===== config.mk =====
export PLATFORM = sky130hd
export DESIGN_NAME = snd_dac_top
export DESIGN_NICKNAME = d
export VERILOG_FILES = /design/src/verilog/snd_pkg.sv /design/src/verilog/snd_sample_in.sv /design/src/verilog/snd_pcm_stage.sv /design/src/verilog/snd_sigma_delta.sv /design/src/verilog/snd_dac_out.sv /design/src/verilog/snd_dac_top.sv
export SDC_FILE = /design/constraint.sdc
export NUM_CORES = 1
export LEC_CHECK = 0
export BUFFER_PORTS_ARGS = -buffer_cell sky130_fd_sc_hd__buf_4
export CAP_MARGIN = 5
export CORE_MARGIN = 3
export CORE_UTILIZATION = 60
export CTS_CLUSTER_DIAMETER = 60
export DETAILED_ROUTE_END_ITERATION = 10
export PLACE_DENSITY = 0.82
export SETUP_SLACK_MARGIN = 0.1
export SLEW_MARGIN = 20
export SYNTH_ARGS = -nofsm -noshare
export SYNTH_HDL_FRONTEND = slang
export SYNTH_SLANG_ARGS = --single-unit
export TNS_END_PERCENT = 30

===== constraint.sdc =====
create_clock -name clk_dac -period 3.3 [get_ports clk_dac]
set_input_delay 0.66 -clock clk_dac [delete_from_list [all_inputs] [get_ports clk_dac]]
set_output_delay 0.66 -clock clk_dac [all_outputs]
set_load 0.02 [all_outputs]

===== src/verilog/snd_pkg.sv =====
// Sound path constants and types; sample width fixed at 16 bits, level at 20 bits, one clock domain
`default_nettype none

package snd_pkg;

    // Game sample and modulator level widths
    localparam int SND_W = 16;
    localparam int PCM_W = 20;

    // clk_dac cycles per modulator update
    localparam int CEN_DIV = 4;

    // One channel sample as delivered by the game core
    typedef logic [SND_W-1:0] snd_sample_t;

    // Unsigned level fed to the modulator
    typedef logic [PCM_W-1:0] pcm_word_t;

    // Sample coding, chosen per transfer
    typedef enum logic {
        FMT_UNSIGNED = 1'b0,
        FMT_SIGNED   = 1'b1
    } snd_fmt_e;

    // Four-phase handshake on the input side
    typedef enum logic [1:0] {
        HS_IDLE     = 2'd0,
        HS_ACK      = 2'd1,
        HS_WAIT_LOW = 2'd2
    } hs_state_e;

endpackage

`default_nettype wire


===== src/verilog/snd_sample_in.sv =====
// Four-phase input; req_i may be asynchronous, data and fmt_i must be stable while req_i is high
`timescale 1ns/1ps
`default_nettype none

module snd_sample_in (
    input  wire                  clk_dac,
    input  wire                  rst,
    input  wire                  req_i,
    input  wire snd_pkg::snd_sample_t snd_left_i,
    input  wire snd_pkg::snd_sample_t snd_right_i,
    input  wire snd_pkg::snd_fmt_e    fmt_i,
    output logic                 ack_o,
    output logic                 new_o,
    output snd_pkg::snd_sample_t left_o,
    output snd_pkg::snd_sample_t right_o,
    output snd_pkg::snd_fmt_e    fmt_o
);

    import snd_pkg::*;

    logic        req_s1;
    logic        req_s2;
    hs_state_e   state_q;
    snd_sample_t left_q;
    snd_sample_t right_q;
    snd_fmt_e    fmt_q;

    // Two-flop synchronizer for the request
    always_ff @(posedge clk_dac or posedge rst) begin
        if (rst) begin
            req_s1 <= 1'b0;
            req_s2 <= 1'b0;
        end else begin
            req_s1 <= req_i;
            req_s2 <= req_s1;
        end
    end

    // Handshake FSM and one-shot new sample strobe
    always_ff @(posedge clk_dac or posedge rst) begin
        if (rst) begin
            state_q <= HS_IDLE;
            new_o   <= 1'b0;
        end else begin
            new_o <= 1'b0;
            case (state_q)
                HS_IDLE: begin
                    if (req_s2) begin
                        state_q <= HS_ACK;
                        new_o   <= 1'b1;
                    end
                end
                HS_ACK: begin
                    // Hold ack until the producer drops req
                    if (!req_s2) begin
                        state_q <= HS_WAIT_LOW;
                    end
                end
                HS_WAIT_LOW: begin
                    // Ack is already low here, one guard cycle before rearming
                    if (!req_s2) begin
                        state_q <= HS_IDLE;
                    end
                end
                default: begin
                    state_q <= HS_IDLE;
                end
            endcase
        end
    end

    // Sample pair is taken when leaving idle
    always_ff @(posedge clk_dac) begin
        if (state_q == HS_IDLE && req_s2) begin
            left_q  <= snd_left_i;
            right_q <= snd_right_i;
            fmt_q   <= fmt_i;
        end
    end

    assign ack_o   = (state_q == HS_ACK);
    assign left_o  = left_q;
    assign right_o = right_q;
    assign fmt_o   = fmt_q;

endmodule

`default_nettype wire


===== src/verilog/snd_pcm_stage.sv =====
// Converts captured pairs to 20-bit levels; both channels switch together on the next update enable
`timescale 1ns/1ps
`default_nettype none

module snd_pcm_stage (
    input  wire                       clk_dac,
    input  wire                       rst,
    input  wire                       new_i,
    input  wire snd_pkg::snd_sample_t left_i,
    input  wire snd_pkg::snd_sample_t right_i,
    input  wire snd_pkg::snd_fmt_e    fmt_i,
    output logic                      cen_o,
    output snd_pkg::pcm_word_t        pcm_left_o,
    output snd_pkg::pcm_word_t        pcm_right_o
);

    import snd_pkg::*;

    logic [CEN_DIV-1:0] cen_ring;
    pcm_word_t          pend_left;
    pcm_word_t          pend_right;
    logic               pend_vld;
    pcm_word_t          act_left;
    pcm_word_t          act_right;

    // Flip the sign bit for two's complement input, then pad to the level width
    function automatic pcm_word_t to_pcm(input snd_sample_t smp, input snd_fmt_e fmt);
        snd_sample_t adj;
        adj = {smp[SND_W-1] ^ (fmt == FMT_SIGNED), smp[SND_W-2:0]};
        return {1'b0, adj, 3'b000};
    endfunction

    // Rotating one-hot enable, first pulse on the third cycle after reset
    always_ff @(posedge clk_dac or posedge rst) begin
        if (rst) begin
            cen_ring <= CEN_DIV'(3'b100);
        end else begin
            cen_ring <= {cen_ring[CEN_DIV-2:0], cen_ring[CEN_DIV-1]};
        end
    end

    assign cen_o = cen_ring[0];

    // Pending pair waits for the next update
    always_ff @(posedge clk_dac) begin
        if (new_i) begin
            pend_left  <= to_pcm(left_i, fmt_i);
            pend_right <= to_pcm(right_i, fmt_i);
        end
    end

    // New data wins over a transfer in the same cycle
    always_ff @(posedge clk_dac or posedge rst) begin
        if (rst) begin
            pend_vld <= 1'b0;
        end else if (new_i) begin
            pend_vld <= 1'b1;
        end else if (cen_o) begin
            pend_vld <= 1'b0;
        end
    end

    // Active levels seen by the modulators
    always_ff @(posedge clk_dac or posedge rst) begin
        if (rst) begin
            act_left  <= '0;
            act_right <= '0;
        end else if (cen_o && pend_vld) begin
            act_left  <= pend_left;
            act_right <= pend_right;
        end
    end

    assign pcm_left_o  = act_left;
    assign pcm_right_o = act_right;

endmodule

`default_nettype wire


===== src/verilog/snd_sigma_delta.sv =====
// First-order 1-bit modulator; density is pcm_i over 2^20 per enabled update
`timescale 1ns/1ps
`default_nettype none

module snd_sigma_delta (
    input  wire                     clk_dac,
    input  wire                     rst,
    input  wire                     cen_i,
    input  wire snd_pkg::pcm_word_t pcm_i,
    output logic                    bit_o
);

    import snd_pkg::*;

    pcm_word_t        acc_q;
    logic [PCM_W:0]   sum;
    logic             bit_q;

    // Extra bit holds the carry
    assign sum = {1'b0, acc_q} + {1'b0, pcm_i};

    always_ff @(posedge clk_dac or posedge rst) begin
        if (rst) begin
            acc_q <= '0;
            bit_q <= 1'b0;
        end else if (cen_i) begin
            // Keep the residue, emit the overflow
            acc_q <= sum[PCM_W-1:0];
            bit_q <= sum[PCM_W];
        end
    end

    assign bit_o = bit_q;

endmodule

`default_nettype wire


===== src/verilog/snd_dac_out.sv =====
// Pin register stage; stereo_i is expected to be static while sound plays
`timescale 1ns/1ps
`default_nettype none

module snd_dac_out (
    input  wire  clk_dac,
    input  wire  rst,
    input  wire  stereo_i,
    input  wire  bit_left_i,
    input  wire  bit_right_i,
    output logic pwm_left_o,
    output logic pwm_right_o
);

    logic left_q;
    logic right_q;

    // Mono routing happens ahead of the flops so both pins come straight from registers
    always_ff @(posedge clk_dac or posedge rst) begin
        if (rst) begin
            left_q  <= 1'b0;
            right_q <= 1'b0;
        end else begin
            left_q  <= bit_left_i;
            right_q <= stereo_i ? bit_right_i : bit_left_i;
        end
    end

    assign pwm_left_o  = left_q;
    assign pwm_right_o = right_q;

endmodule

`default_nettype wire


===== src/verilog/snd_dac_top.sv =====
// Stereo pulse-density sound output; single clk_dac domain, game side uses a four-phase req/ack
`timescale 1ns/1ps
`default_nettype none

module snd_dac_top (
    input  wire                       clk_dac,
    input  wire                       rst,
    input  wire                       req_i,
    output logic                      ack_o,
    input  wire snd_pkg::snd_sample_t snd_left_i,
    input  wire snd_pkg::snd_sample_t snd_right_i,
    input  wire snd_pkg::snd_fmt_e    fmt_i,
    input  wire                       stereo_i,
    output logic                      pwm_left_o,
    output logic                      pwm_right_o
);

    import snd_pkg::*;

    logic        new_pulse;
    snd_sample_t cap_left;
    snd_sample_t cap_right;
    snd_fmt_e    cap_fmt;
    logic        cen;
    pcm_word_t   pcm_left;
    pcm_word_t   pcm_right;
    logic        bit_left;
    logic        bit_right;

    snd_sample_in u_sample_in (
        .clk_dac     ( clk_dac     ),
        .rst         ( rst         ),
        .req_i       ( req_i       ),
        .snd_left_i  ( snd_left_i  ),
        .snd_right_i ( snd_right_i ),
        .fmt_i       ( fmt_i       ),
        .ack_o       ( ack_o       ),
        .new_o       ( new_pulse   ),
        .left_o      ( cap_left    ),
        .right_o     ( cap_right   ),
        .fmt_o       ( cap_fmt     )
    );

    snd_pcm_stage u_pcm_stage (
        .clk_dac     ( clk_dac     ),
        .rst         ( rst         ),
        .new_i       ( new_pulse   ),
        .left_i      ( cap_left    ),
        .right_i     ( cap_right   ),
        .fmt_i       ( cap_fmt     ),
        .cen_o       ( cen         ),
        .pcm_left_o  ( pcm_left    ),
        .pcm_right_o ( pcm_right   )
    );

    snd_sigma_delta u_dsm_left (
        .clk_dac     ( clk_dac     ),
        .rst         ( rst         ),
        .cen_i       ( cen         ),
        .pcm_i       ( pcm_left    ),
        .bit_o       ( bit_left    )
    );

    // Runs in mono too; its bit is simply not routed then
    snd_sigma_delta u_dsm_right (
        .clk_dac     ( clk_dac     ),
        .rst         ( rst         ),
        .cen_i       ( cen         ),
        .pcm_i       ( pcm_right   ),
        .bit_o       ( bit_right   )
    );

    snd_dac_out u_dac_out (
        .clk_dac     ( clk_dac     ),
        .rst         ( rst         ),
        .stereo_i    ( stereo_i    ),
        .bit_left_i  ( bit_left    ),
        .bit_right_i ( bit_right   ),
        .pwm_left_o  ( pwm_left_o  ),
        .pwm_right_o ( pwm_right_o )
    );

endmodule

`default_nettype wire


==> summary.md, run 1 <==
| Metric | Value |
|---|---|
| M1 wire length | `about 5.2 mm` |
| Critical path startpoint | `u_pcm_stage.pcm_right_o[3]` |
| Fmax | `432 MHz` |
| Worst vdd ir | `464 µV` |
| Final Cycle Share | `0.701` |
| Synthesized net count | `~560` |
| Setup crit start kind | `register` |
| Top sig layer | `met4` |
| CP Max Fanout | `5` |
| Placed cells | `roughly 650` |
| Drt initial violations | `251` |
| Final wirelength | `11.6 mm` |
| Levels on crit path | `9` |
| YS warnings | `0` |
| Share of cells above drive strength 1 | `0.246` |
| Max_cap viols | `0` |
| Clock skew | `4.66 ps` |
| Htree depth | `4` |
| RSZ-0062 raised after global routing | `no` |
| Vias in the first global route | `between 4000 and 5000` |
| EDFF count, synth | `65` |
| Post-CTS Hold Fix Bufs | `0` |
| Setup bufs post-CTS | `0` |
| GR Overflow Total | `0` |
| Cells along the critical path | `ha_1, inv_1, fa_1, and2b_1, o211ai_1, a21oi_2, o21ai_1, a2111o_1, nand3_1` |
| Top_reg_cell synth | `dfrtp_1` |
| Hold Slack | `81.2 ps` |
| Global-route wire length before repair | `approximately 20 mm` |
| Clock Latency Late Sink | `520 ps` |
| Pin slew with the least headroom to its limit | `approximately 1000 ps` |
| Worst EP required | `3750 ps` |
| Final number of hold-violating endpoints | `0` |
| GP Congestion | `0.870` |
| Die width | `~110 µm` |
| Routed Antenna Nets | `0` |
| Synth unique cells | `57` |
| FF-to-FF path depth | `9` |
| Antenna violations before repair | `0` |
| Final Max Tran Viols | `0` |
| Largest stage delay, worst path | `440 ps` |
| Final net count | `608` |
| First-pass DRT Iterations | `5` |
| Die ar. | `0.0121 mm²` |
| GRT Util Overall | `0.217` |
| Crit path DAT | `approximately 2800 ps` |
| Vias/cell | `5.91` |
| CTS tree | `done` |
| # diodes | `0` |
| Largest net degree at the start of global routing | `between 60 and 70` |
| IO Count | `40` |
| Seq/Total Area, Yosys | `0.609` |
| Routed met2 length | `5.61 mm` |
| Starting Density | `0.623` |
| Endpoint class of the critical path | `register` |
| Final TNS setup | `0 ps` |
| HPWL after DPL | `7.72 mm` |
| Slowest library cell on the worst path | `a2111o_1` |
| Clk sinks | `145` |
| I/O Buffers | `39` |
| CTS Buffer Depth | `2` |
| PD cells | `512 mW/mm²` |
| Critical path type | `register to register` |
| Post-CTS resize count | `0` |
| Synthesized instance count | `487` |
| Worst path bufs/invs | `1` |
| Slew margin rel. | `0.342` |
| Clk slew on worst S/H paths | `60 ps` |
| CTS Buf Count | `17` |
| DR DRC count | `0` |
| Critical path's top delay family | `compound AO/OA/AOI/OAI gates` |
| Wire length on met3 | `643 µm` |
| Synthesized flop and latch total | `145` |
| WL per Instance | `17.0 µm` |
| Via count | `just over 4000` |
| Non-filler cells, final | `around 700` |
| Die height | `110 µm` |
| Setup violators final | `0` |
| Run status | `completed` |
| Pleak | `approximately 3.4 nW` |
| Synthesized cell area | `0.00649 mm²` |
| Rows | `37` |
| FFs w/ async S/R, synth | `0.552` |
| Fin crit period | `2310 ps` |
| Syn Area/Cell | `13.3 µm²` |
| CTS root buffer | `clkbuf_8` |
| Core Region | `0.0104 mm²` |
| Hold Crit Class | `primary input to async pin` |
| Synth-to-Final Area Change | `15.7%` |
| FF-to-FF Start | `u_pcm_stage.pcm_right_o[3]` |
==> routing by layer <==
metal  track usage  vias to the layer above
li1              -                     1902
met3        0.0495                       20
met5             0                        -
met1         0.298                     1990
met2         0.338                      139
met4        0.0890                        0
==> stage by stage <==
| stage | instance area (µm²) | util | setup slack, ps | power [mW] |
|---|---|---|---|---|
| after floorplan | 6490 | - | 590 | 2.07 |
| after global routing | 7520 | 0.722 | 834 | 3.99 |
| final | 7520 | 0.722 | 987 | 3.85 |
| after global placement | 6970 | 0.669 | 1140 | 2.13 |
| after detailed placement | 6970 | 0.669 | 1050 | 2.14 |
| after CTS | 7520 | 0.722 | 1010 | 3.89 |
==> synth_stat cells (all sizes together) (3+ instances only) <==
library cell | count | area [µm²]
and3 | 6 | 37.5
clkbuf | 6 | 22.5
a21o | 12 | 91.3
a211oi | 3 | 27.5
nand4 | 6 | 37.5
dfrtp | 79 | 1980
nand2 | 31 | 116
inv | 21 | 78.8
or2 | 3 | 18.8
nor2 | 21 | 78.8
edfxtp | 65 | 1950
a21oi | 31 | 174
mux2 | 48 | 541
mux2i | 4 | 40.0
o221ai | 4 | 41.3
nand3 | 14 | 75.1
a211o | 5 | 43.8
ha | 32 | 400
buf | 6 | 25.0
o21a | 5 | 37.5
o21bai | 4 | 30.0
o211ai | 7 | 52.6
nor2b | 7 | 43.8
nand2b | 4 | 25.0
o21ai | 16 | 80.1
o31ai | 5 | 42.5
xor2 | 8 | 70.1
xnor2 | 9 | 78.8
==> where the power goes <==
group / leakage (nW) / switching, mW / internal (mW)
clock network: 0.256 / 0.683 / 1.06
logic: 1.44 / 0.0577 / 0.0402
registers: 1.71 / 0.0280 / 1.98
==> cell usage in the layout, fill, tap and decap left out, types with 3 or more instances in the layout <==
master      instances
o21a_1              5
edfxtp_1           65
o21ai_0            10
dfrtp_1            79
nand4_1             6
xnor2_1             9
a21o_1             11
nor2_1             21
o211ai_1            7
mux2_2             48
a21oi_2             5
inv_1              20
a211o_1             5
o21ai_1             6
clkinv_2            3
o221ai_1            3
clkbuf_1            3
clkbuf_16          16
nand2b_1            4
nand3_1            13
mux2i_1             4
nor2b_1             6
a21oi_1            26
buf_4              41
nand2_1            31
o21bai_1            4
and3_1              6
clkinvlp_4          3
o31ai_1             4
ha_1               32
xor2_1              8
==> area by class of cell <==
type,count,area [µm²]
clock buffer,20,425
inverter,21,80.1
clock inverter,11,118
fill,688,2900
multi-input combinational,309,2420
tap,136,170
timing repair buffer,43,348
sequential,145,3960
==> state kept, by name, indices dropped and copies added, names as in the netlist, 4 cells and up <==
signal                   flops
u_sample_in.left_o          16
u_pcm_stage.pend_left       16
u_pcm_stage.pend_right      16
u_pcm_stage.cen_ring         4
u_dsm_left.acc_q            17
u_sample_in.right_o         16
u_dsm_right.acc_q           17
u_pcm_stage.pcm_right_o     16
u_pcm_stage.pcm_left_o      16
==> kinds of logic after synthesis <==
group | count (synthesis) | synth area share
adder cells (fa/ha/maj) | 34 | 0.0678
buffers and inverters | 33 | 0.0195
multiplexers | 52 | 0.0894
AND/OR/NAND/NOR | 101 | 0.0765
flip-flops | 145 | 0.609
AO/OA/AOI/OAI | 105 | 0.115
XOR/XNOR | 17 | 0.0229
==> worst paths after layout <==
kind,to,slack [ps]
worst max-delay path,u_dsm_right.acc_q[11],990
max in group asynchronous,u_pcm_stage.cen_ring[2],2550
worst min-delay path,u_pcm_stage.pcm_left_o[3],80
worst max register to register,u_dsm_right.acc_q[11],990
min in group clk_dac,u_sample_in.req_s1,240
worst min register to register,u_pcm_stage.cen_ring[2],350
Power figures use the tool's default switching activity.
==> run 2, diff against run 1 <==
- ABC_AREA: not set -> 1
- CORE_UTILIZATION: 60 -> 61
- PLACE_DENSITY: 0.82 -> 0.83
- clock period: 3.3 -> 2.3 ns (I/O delays scaled with it)
==> summary.md, run 2 <==
| Metric | Value |
|---|---|
| Global-route wire length before repair | `23.4 mm` |
| Worst EP required | `~2600 ps` |
| Largest stage delay, worst path | `390 ps` |
| Clk sinks | `145` |
| Slowest library cell on the worst path | `dfrtp_1` |
| Synthesized net count | `between 700 and 800` |
| Starting Density | `0.631` |
| CTS tree | `done` |
| Critical path type | `register to register` |
| EDFF count, synth | `65` |
| Final number of hold-violating endpoints | `0` |
| RSZ-0062 raised after global routing | `no` |
| Clk slew on worst S/H paths | `60 ps` |
| Most common cell after layout, fill and taps aside | `nand2_1` |
| Cells along the critical path | `ha_1, inv_1, fa_1, inv_1, nand3_1, nand3_1, nand2_1, nand2_1, nand2_1, nand2_1, nand2_1, nand2_1, nand2_1` |
| CTS Buffer Depth | `2` |
| Setup crit start kind | `register` |
| Via count | `4997` |
| I/O Buffers | `39` |
| Die width | `112 µm` |
| Non-filler cells, final | `922` |
| Final Max Tran Viols | `0` |
| FFs w/ async S/R, synth | `0.552` |
| Routed Antenna Nets | `0` |
| WL per Instance | `15.2 µm` |
| Core Util, Final | `0.735` |
| List of most frequent post-synthesis cells | `nand2_1 (235), inv_1 (93), dfrtp_1 (79)` |
| Cell with the most instances after synthesis | `nand2_1` |
| First-pass DRT Iterations | `5` |
| Synthesized cell area | `between 0.006 and 0.007 mm²` |
| Die ar. | `between 0.01 and 0.015 mm²` |
| Worst path bufs/invs | `2` |
| Top flop regs | `u_dsm_left.acc_q (17), u_dsm_right.acc_q (17)` |
| Pleak | `4.10 nW` |
| YS warnings | `0` |
| Final Cycle Share | `0.838` |
| Yosys top cell area share | `0.287` |
| Syn Area/Cell | `9.69 µm²` |
| Top_reg_cell synth | `dfrtp_1` |
| Pin slew with the least headroom to its limit | `approximately 880 ps` |
| Synth unique cells | `31` |
| Max_cap viols | `0` |
| # diodes | `0` |
| Fillcell total | `slightly above 800` |
| Final Power | `5.73 mW` |
| Vias/cell | `5.42` |
| GR Overflow Total | `0` |
| Drt initial violations | `301` |
| Vias in the first global route | `between 4000 and 5000` |
| Placed cells | `889` |
| Run status | `completed` |
| Clock skew | `7.65 ps` |
| Final wirelength | `14.0 mm` |
| Worst vdd ir | `796 µV` |
| Seq/Total Area, Yosys | `0.573` |
| CTS root buffer | `clkbuf_16` |
| FF-to-FF path depth | `13` |
| DR DRC count | `0` |
| Slew margin rel. | `0.416` |
| Crit path top cell by count | `nand2_1` |
| Synthesized instance count | `712` |
| IO Count | `40` |
| Antenna violations before repair | `0` |
| Synth-to-Final Area Change | `16.5%` |
| Synthesized flop and latch total | `between 100 and 150` |
| Largest net degree at the start of global routing | `77` |
| Setup violators final | `0` |
| PD cells | `about 710 mW/mm²` |
| Share of cells above drive strength 1 | `0.159` |
| CP Max Fanout | `4` |
| Fin crit period | `about 1900 ps` |
| Levels on crit path | `13` |
| Most frequent cells in the layout | `nand2_1 (235), inv_1 (92), dfrtp_1 (79)` |
| Endpoint class of the critical path | `register` |
| Hold Crit Class | `primary input to register` |
| Synth area leaders | `dfrtp_1 (29%), edfxtp_1 (28%), nand2_1 (13%)` |
| Htree depth | `4` |
| DP Area | `0.00743 mm²` |
| CTS Buf Count | `17` |
| Design Area, Final | `about 0.008 mm²` |
| Clock Latency Late Sink | `420 ps` |
| Final net count | `840` |
| Rows | `38` |
| Post-CTS resize count | `0` |
| Final TNS setup | `0 ps` |
| Die height | `112 µm` |
| Fmax | `519 MHz` |
| HPWL after DPL | `9.24 mm` |
| Crit path DAT | `~2200 ps` |
| Yosys top cell by area | `dfrtp_1` |
| GP Congestion | `0.924` |
| GRT Util Overall | `0.235` |
| Core Region | `0.0109 mm²` |
| Critical path's top delay family | `simple AND/OR/NAND/NOR gates` |
| Number of cells on the worst hold path | `1` |
## run 2: cell count changes after synthesis, sizes merged, moves of 11 or more
cell / before / now
nor2: 21 / 34
inv: 21 / 94
a21o: 12 / 1
mux2: 48 / 31
nand2: 31 / 243
nand3: 14 / 44
## run 2: cells by family after synthesis
kind of cell / share of synthesized area
and+or+nand+nor: 0.215
muxes: 0.0506
adders and majority gates: 0.0639
buffers and inverters: 0.0582
AOI/OAI and AO/OA: 0.0312
xor gates and xnor gates: 0.00762
DFF: 0.573
## run 2: routing by layer
layer  vias up  GRT usage  share of wire
met1      2388      0.309           0.43
met5         -          0              0
met2       162      0.383           0.48
met3        34     0.0539          0.059
li1       2413          -              -
met4         0     0.0929          0.024
## run 2: final cells by class
| class | instances | area, µm² | share of cell area |
|---|---|---|---|
| sequential | 145 | 3960 | 0.492 |
| multi-input combinational | 462 | 2550 | 0.318 |
| clock buffer | 17 | 425 | 0.0529 |
| timing repair buffer | 48 | 400 | 0.0498 |
| inverter | 95 | 360 | 0.0448 |
| tap | 140 | 175 | 0.0218 |
| clock inverter | 15 | 168 | 0.0209 |
## run 2: worst paths after layout
kind / end / from / slack [ps]
max: u_dsm_left.acc_q[19] / u_dsm_left.acc_q[3] / 370
max in group asynchronous: u_pcm_stage.cen_ring[2] / rst / 1180
min: u_sample_in.req_s1 / req_i / 150
min reg2reg: u_pcm_stage.cen_ring[0] / u_pcm_stage.cen_ring[3] / 350
min in group asynchronous: u_sample_in.req_s2 / rst / 500
max reg2reg: u_dsm_left.acc_q[19] / u_dsm_left.acc_q[3] / 370
## run 2: power breakdown
group          leakage [nW]  internal (mW)  switching, mW  total (mW)
registers              1.71           2.81         0.0347        2.84
logic                  2.11         0.0621         0.0786       0.141
clock network         0.279           1.69           1.06        2.75
## run 2: repair_timing
| action | 4_1_cts | 5_1_grt |
|---|---|---|
| hold buffers | 1 | 0 |
| buffers inserted | 0 | 0 |
| hold endpoints to repair | 4 | 0 |
## run 2: metrics by stage
| stage | setup WS (ps) | hold WS [ps] |
|---|---|---|
| 4_1_cts | 394 | 139 |
| 6_report | 372 | 149 |
| 3_5_place_dp | 468 | 337 |
| 3_3_place_gp | 567 | 332 |
| 5_1_grt | 168 | 130 |
| 2_1_floorplan | 587 | 331 |
==> run 3, diff against run 2 <==
- ABC_AREA: 1 -> 0
- CORE_UTILIZATION: 61 -> 60
- PLACE_DENSITY: 0.83 -> 0.82
- clock period: 2.3 -> 2 ns (I/O delays scaled with it)
==> summary.md, run 3 (synthesis results as in run 1) <==
| Metric | Value |
|---|---|
| Routed Antenna Nets | `0` |
| Endpoint class of the critical path | `register` |
| Antenna violations before repair | `0` |
| Non-filler cells, final | `slightly above 700` |
| Cells along the critical path | `ha_2, inv_2, fa_2, and2b_1, o211ai_1, a21oi_2, buf_6, buf_6, or3_1, a31o_2` |
| Pin slew with the least headroom to its limit | `605 ps` |
| Final Power | `6.37 mW` |
| Drt initial violations | `238` |
| RSZ-0062 raised after global routing | `yes` |
| Setup crit start kind | `register` |
| Most frequent cells in the layout | `dfrtp_1 (79), buf_4 (69), edfxtp_1 (65)` |
| Htree depth | `4` |
| Rows | `37` |
| # diodes | `0` |
| Multi-input gate area in the final layout | `around 0.0026 mm²` |
| Crit path top cell by count | `buf_6` |
| Largest stage delay, worst path | `410 ps` |
| Global-route wire length before repair | `21.5 mm` |
| Slew margin rel. | `0.596` |
| Worst vdd ir | `814 µV` |
| Max_cap viols | `0` |
| Fmax | `about 440 MHz` |
| Vias in the first global route | `4315` |
| Number of cells on the worst hold path | `1` |
| Fillcell total | `644` |
| Clk sinks | `145` |
| Critical path type | `register to register` |
| Run status | `complete, but fails checks` |
| Clock skew | `around 11 ps` |
| Fin crit period | `around 2300 ps` |
| Pre-CTS setup slack | `-190 ps` |
| GP Congestion | `between 0.8 and 0.9` |
| Via count | `4188` |
| Failing checks | `negative setup slack` |
| PD cells | `around 800 mW/mm²` |
| HPWL after DPL | `8.18 mm` |
| Final TNS setup | `-1490 ps` |
| Worst EP required | `approximately 2400 ps` |
| Slowest library cell on the worst path | `dfrtp_1` |
| CTS Buffer Depth | `2` |
| Die ar. | `0.0121 mm²` |
| First-pass DRT Iterations | `5` |
| CTS tree | `done` |
| CTS root buffer | `clkbuf_8` |
| WL per Instance | `between 15 and 20 µm` |
| Largest net degree at the start of global routing | `42` |
| Final number of hold-violating endpoints | `0` |
| Most common cell after layout, fill and taps aside | `dfrtp_1` |
| CP Max Fanout | `3` |
| Hold Crit Class | `primary input to register` |
| Synth-to-Final Area Change | `22.4%` |
| Crit path DAT | `2670 ps` |
| Final WS setup | `-250 ps` |
| Setup violators final | `12` |
| Vias/cell | `5.82` |
| Top flop regs | `u_dsm_left.acc_q (17), u_dsm_right.acc_q (17)` |
| IO Count | `40` |
| Clock Latency Late Sink | `540 ps` |
| GR Overflow Total | `0` |
| Clk slew on worst S/H paths | `about 70 ps` |
| Core Util, Final | `0.763` |
| Pleak | `roughly 3.6 nW` |
| CTS Buf Count | `17` |
| Placed cells | `676` |
| Share of cells above drive strength 1 | `0.333` |
| Final net count | `641` |
| GRT Util Overall | `0.238` |
| Die width | `around 110 µm` |
| Final wirelength | `13.0 mm` |
| Final Max Tran Viols | `0` |
| FF+latch area | `just under 0.004 mm²` |
| Core Region | `0.0104 mm²` |
| DR DRC count | `0` |
| Starting Density | `0.623` |
| I/O Buffers | `39` |
| Final Cycle Share | `1.13` |
| FF-to-FF path depth | `10` |
| Die height | `110 µm` |
[run 3: area by class of cell]
type / count / share of cell area
clock buffers: 21 / 0.0540
clock inverters: 11 / 0.0139
inverters: 21 / 0.0104
multi-input cells: 309 / 0.325
flip-flops and latches: 145 / 0.498
well taps: 136 / 0.0214
repair buffers: 76 / 0.0781
[run 3: metal layers]
layer	part of all wire	track usage	up-vias
met1	0.42	0.304	2087
li1	-	-	1969
met5	0	0	-
met4	0.019	0.109	0
met3	0.049	0.0495	26
met2	0.52	0.393	106
[run 3: critical path, delay by kind of cell (launching register included)]
| kind | cells | cell delay, ps |
|---|---|---|
| buf+inv | 3 | 310 |
| simple gates | 2 | 490 |
| flops | 1 | 410 |
| fa+ha+maj | 2 | 390 |
| compound gates | 3 | 530 |
[run 3: power breakdown]
group	switching (mW)	internal, mW
combinational	0.107	0.0853
sequential	0.0448	3.26
clock	1.20	1.66
total	1.36	5.01
[run 3: repair_timing]
action,4_1_cts,5_1_grt
buffers inserted,5,4
pin swaps,27,13
hold buffers,2,0
resized for setup,27,11
hold endpoints to repair,21,0
setup endpoints to repair,22,25
[run 3: worst paths after layout]
path | start | slack [ps] | endpoint
max | u_dsm_right.acc_q[3] | -250 | u_dsm_right.acc_q[9]
min | snd_left_i[9] | 30 | u_sample_in.left_o[9]
max reg2reg | u_dsm_right.acc_q[3] | -250 | u_dsm_right.acc_q[9]
min reg2reg | u_sample_in.req_s1 | 350 | u_sample_in.req_s2
max in group asynchronous | rst | 870 | u_pcm_stage.cen_ring[2]
min in group asynchronous | rst | 510 | u_pcm_stage.pcm_right_o[6]
[run 3: per-stage QoR]
step	area [µm²]	hold slack, ps
6_report	7950	35.0
3_3_place_gp	7150	334
5_1_grt	7950	17.9
3_5_place_dp	7150	336
2_1_floorplan	6500	331
4_1_cts	7880	19.4
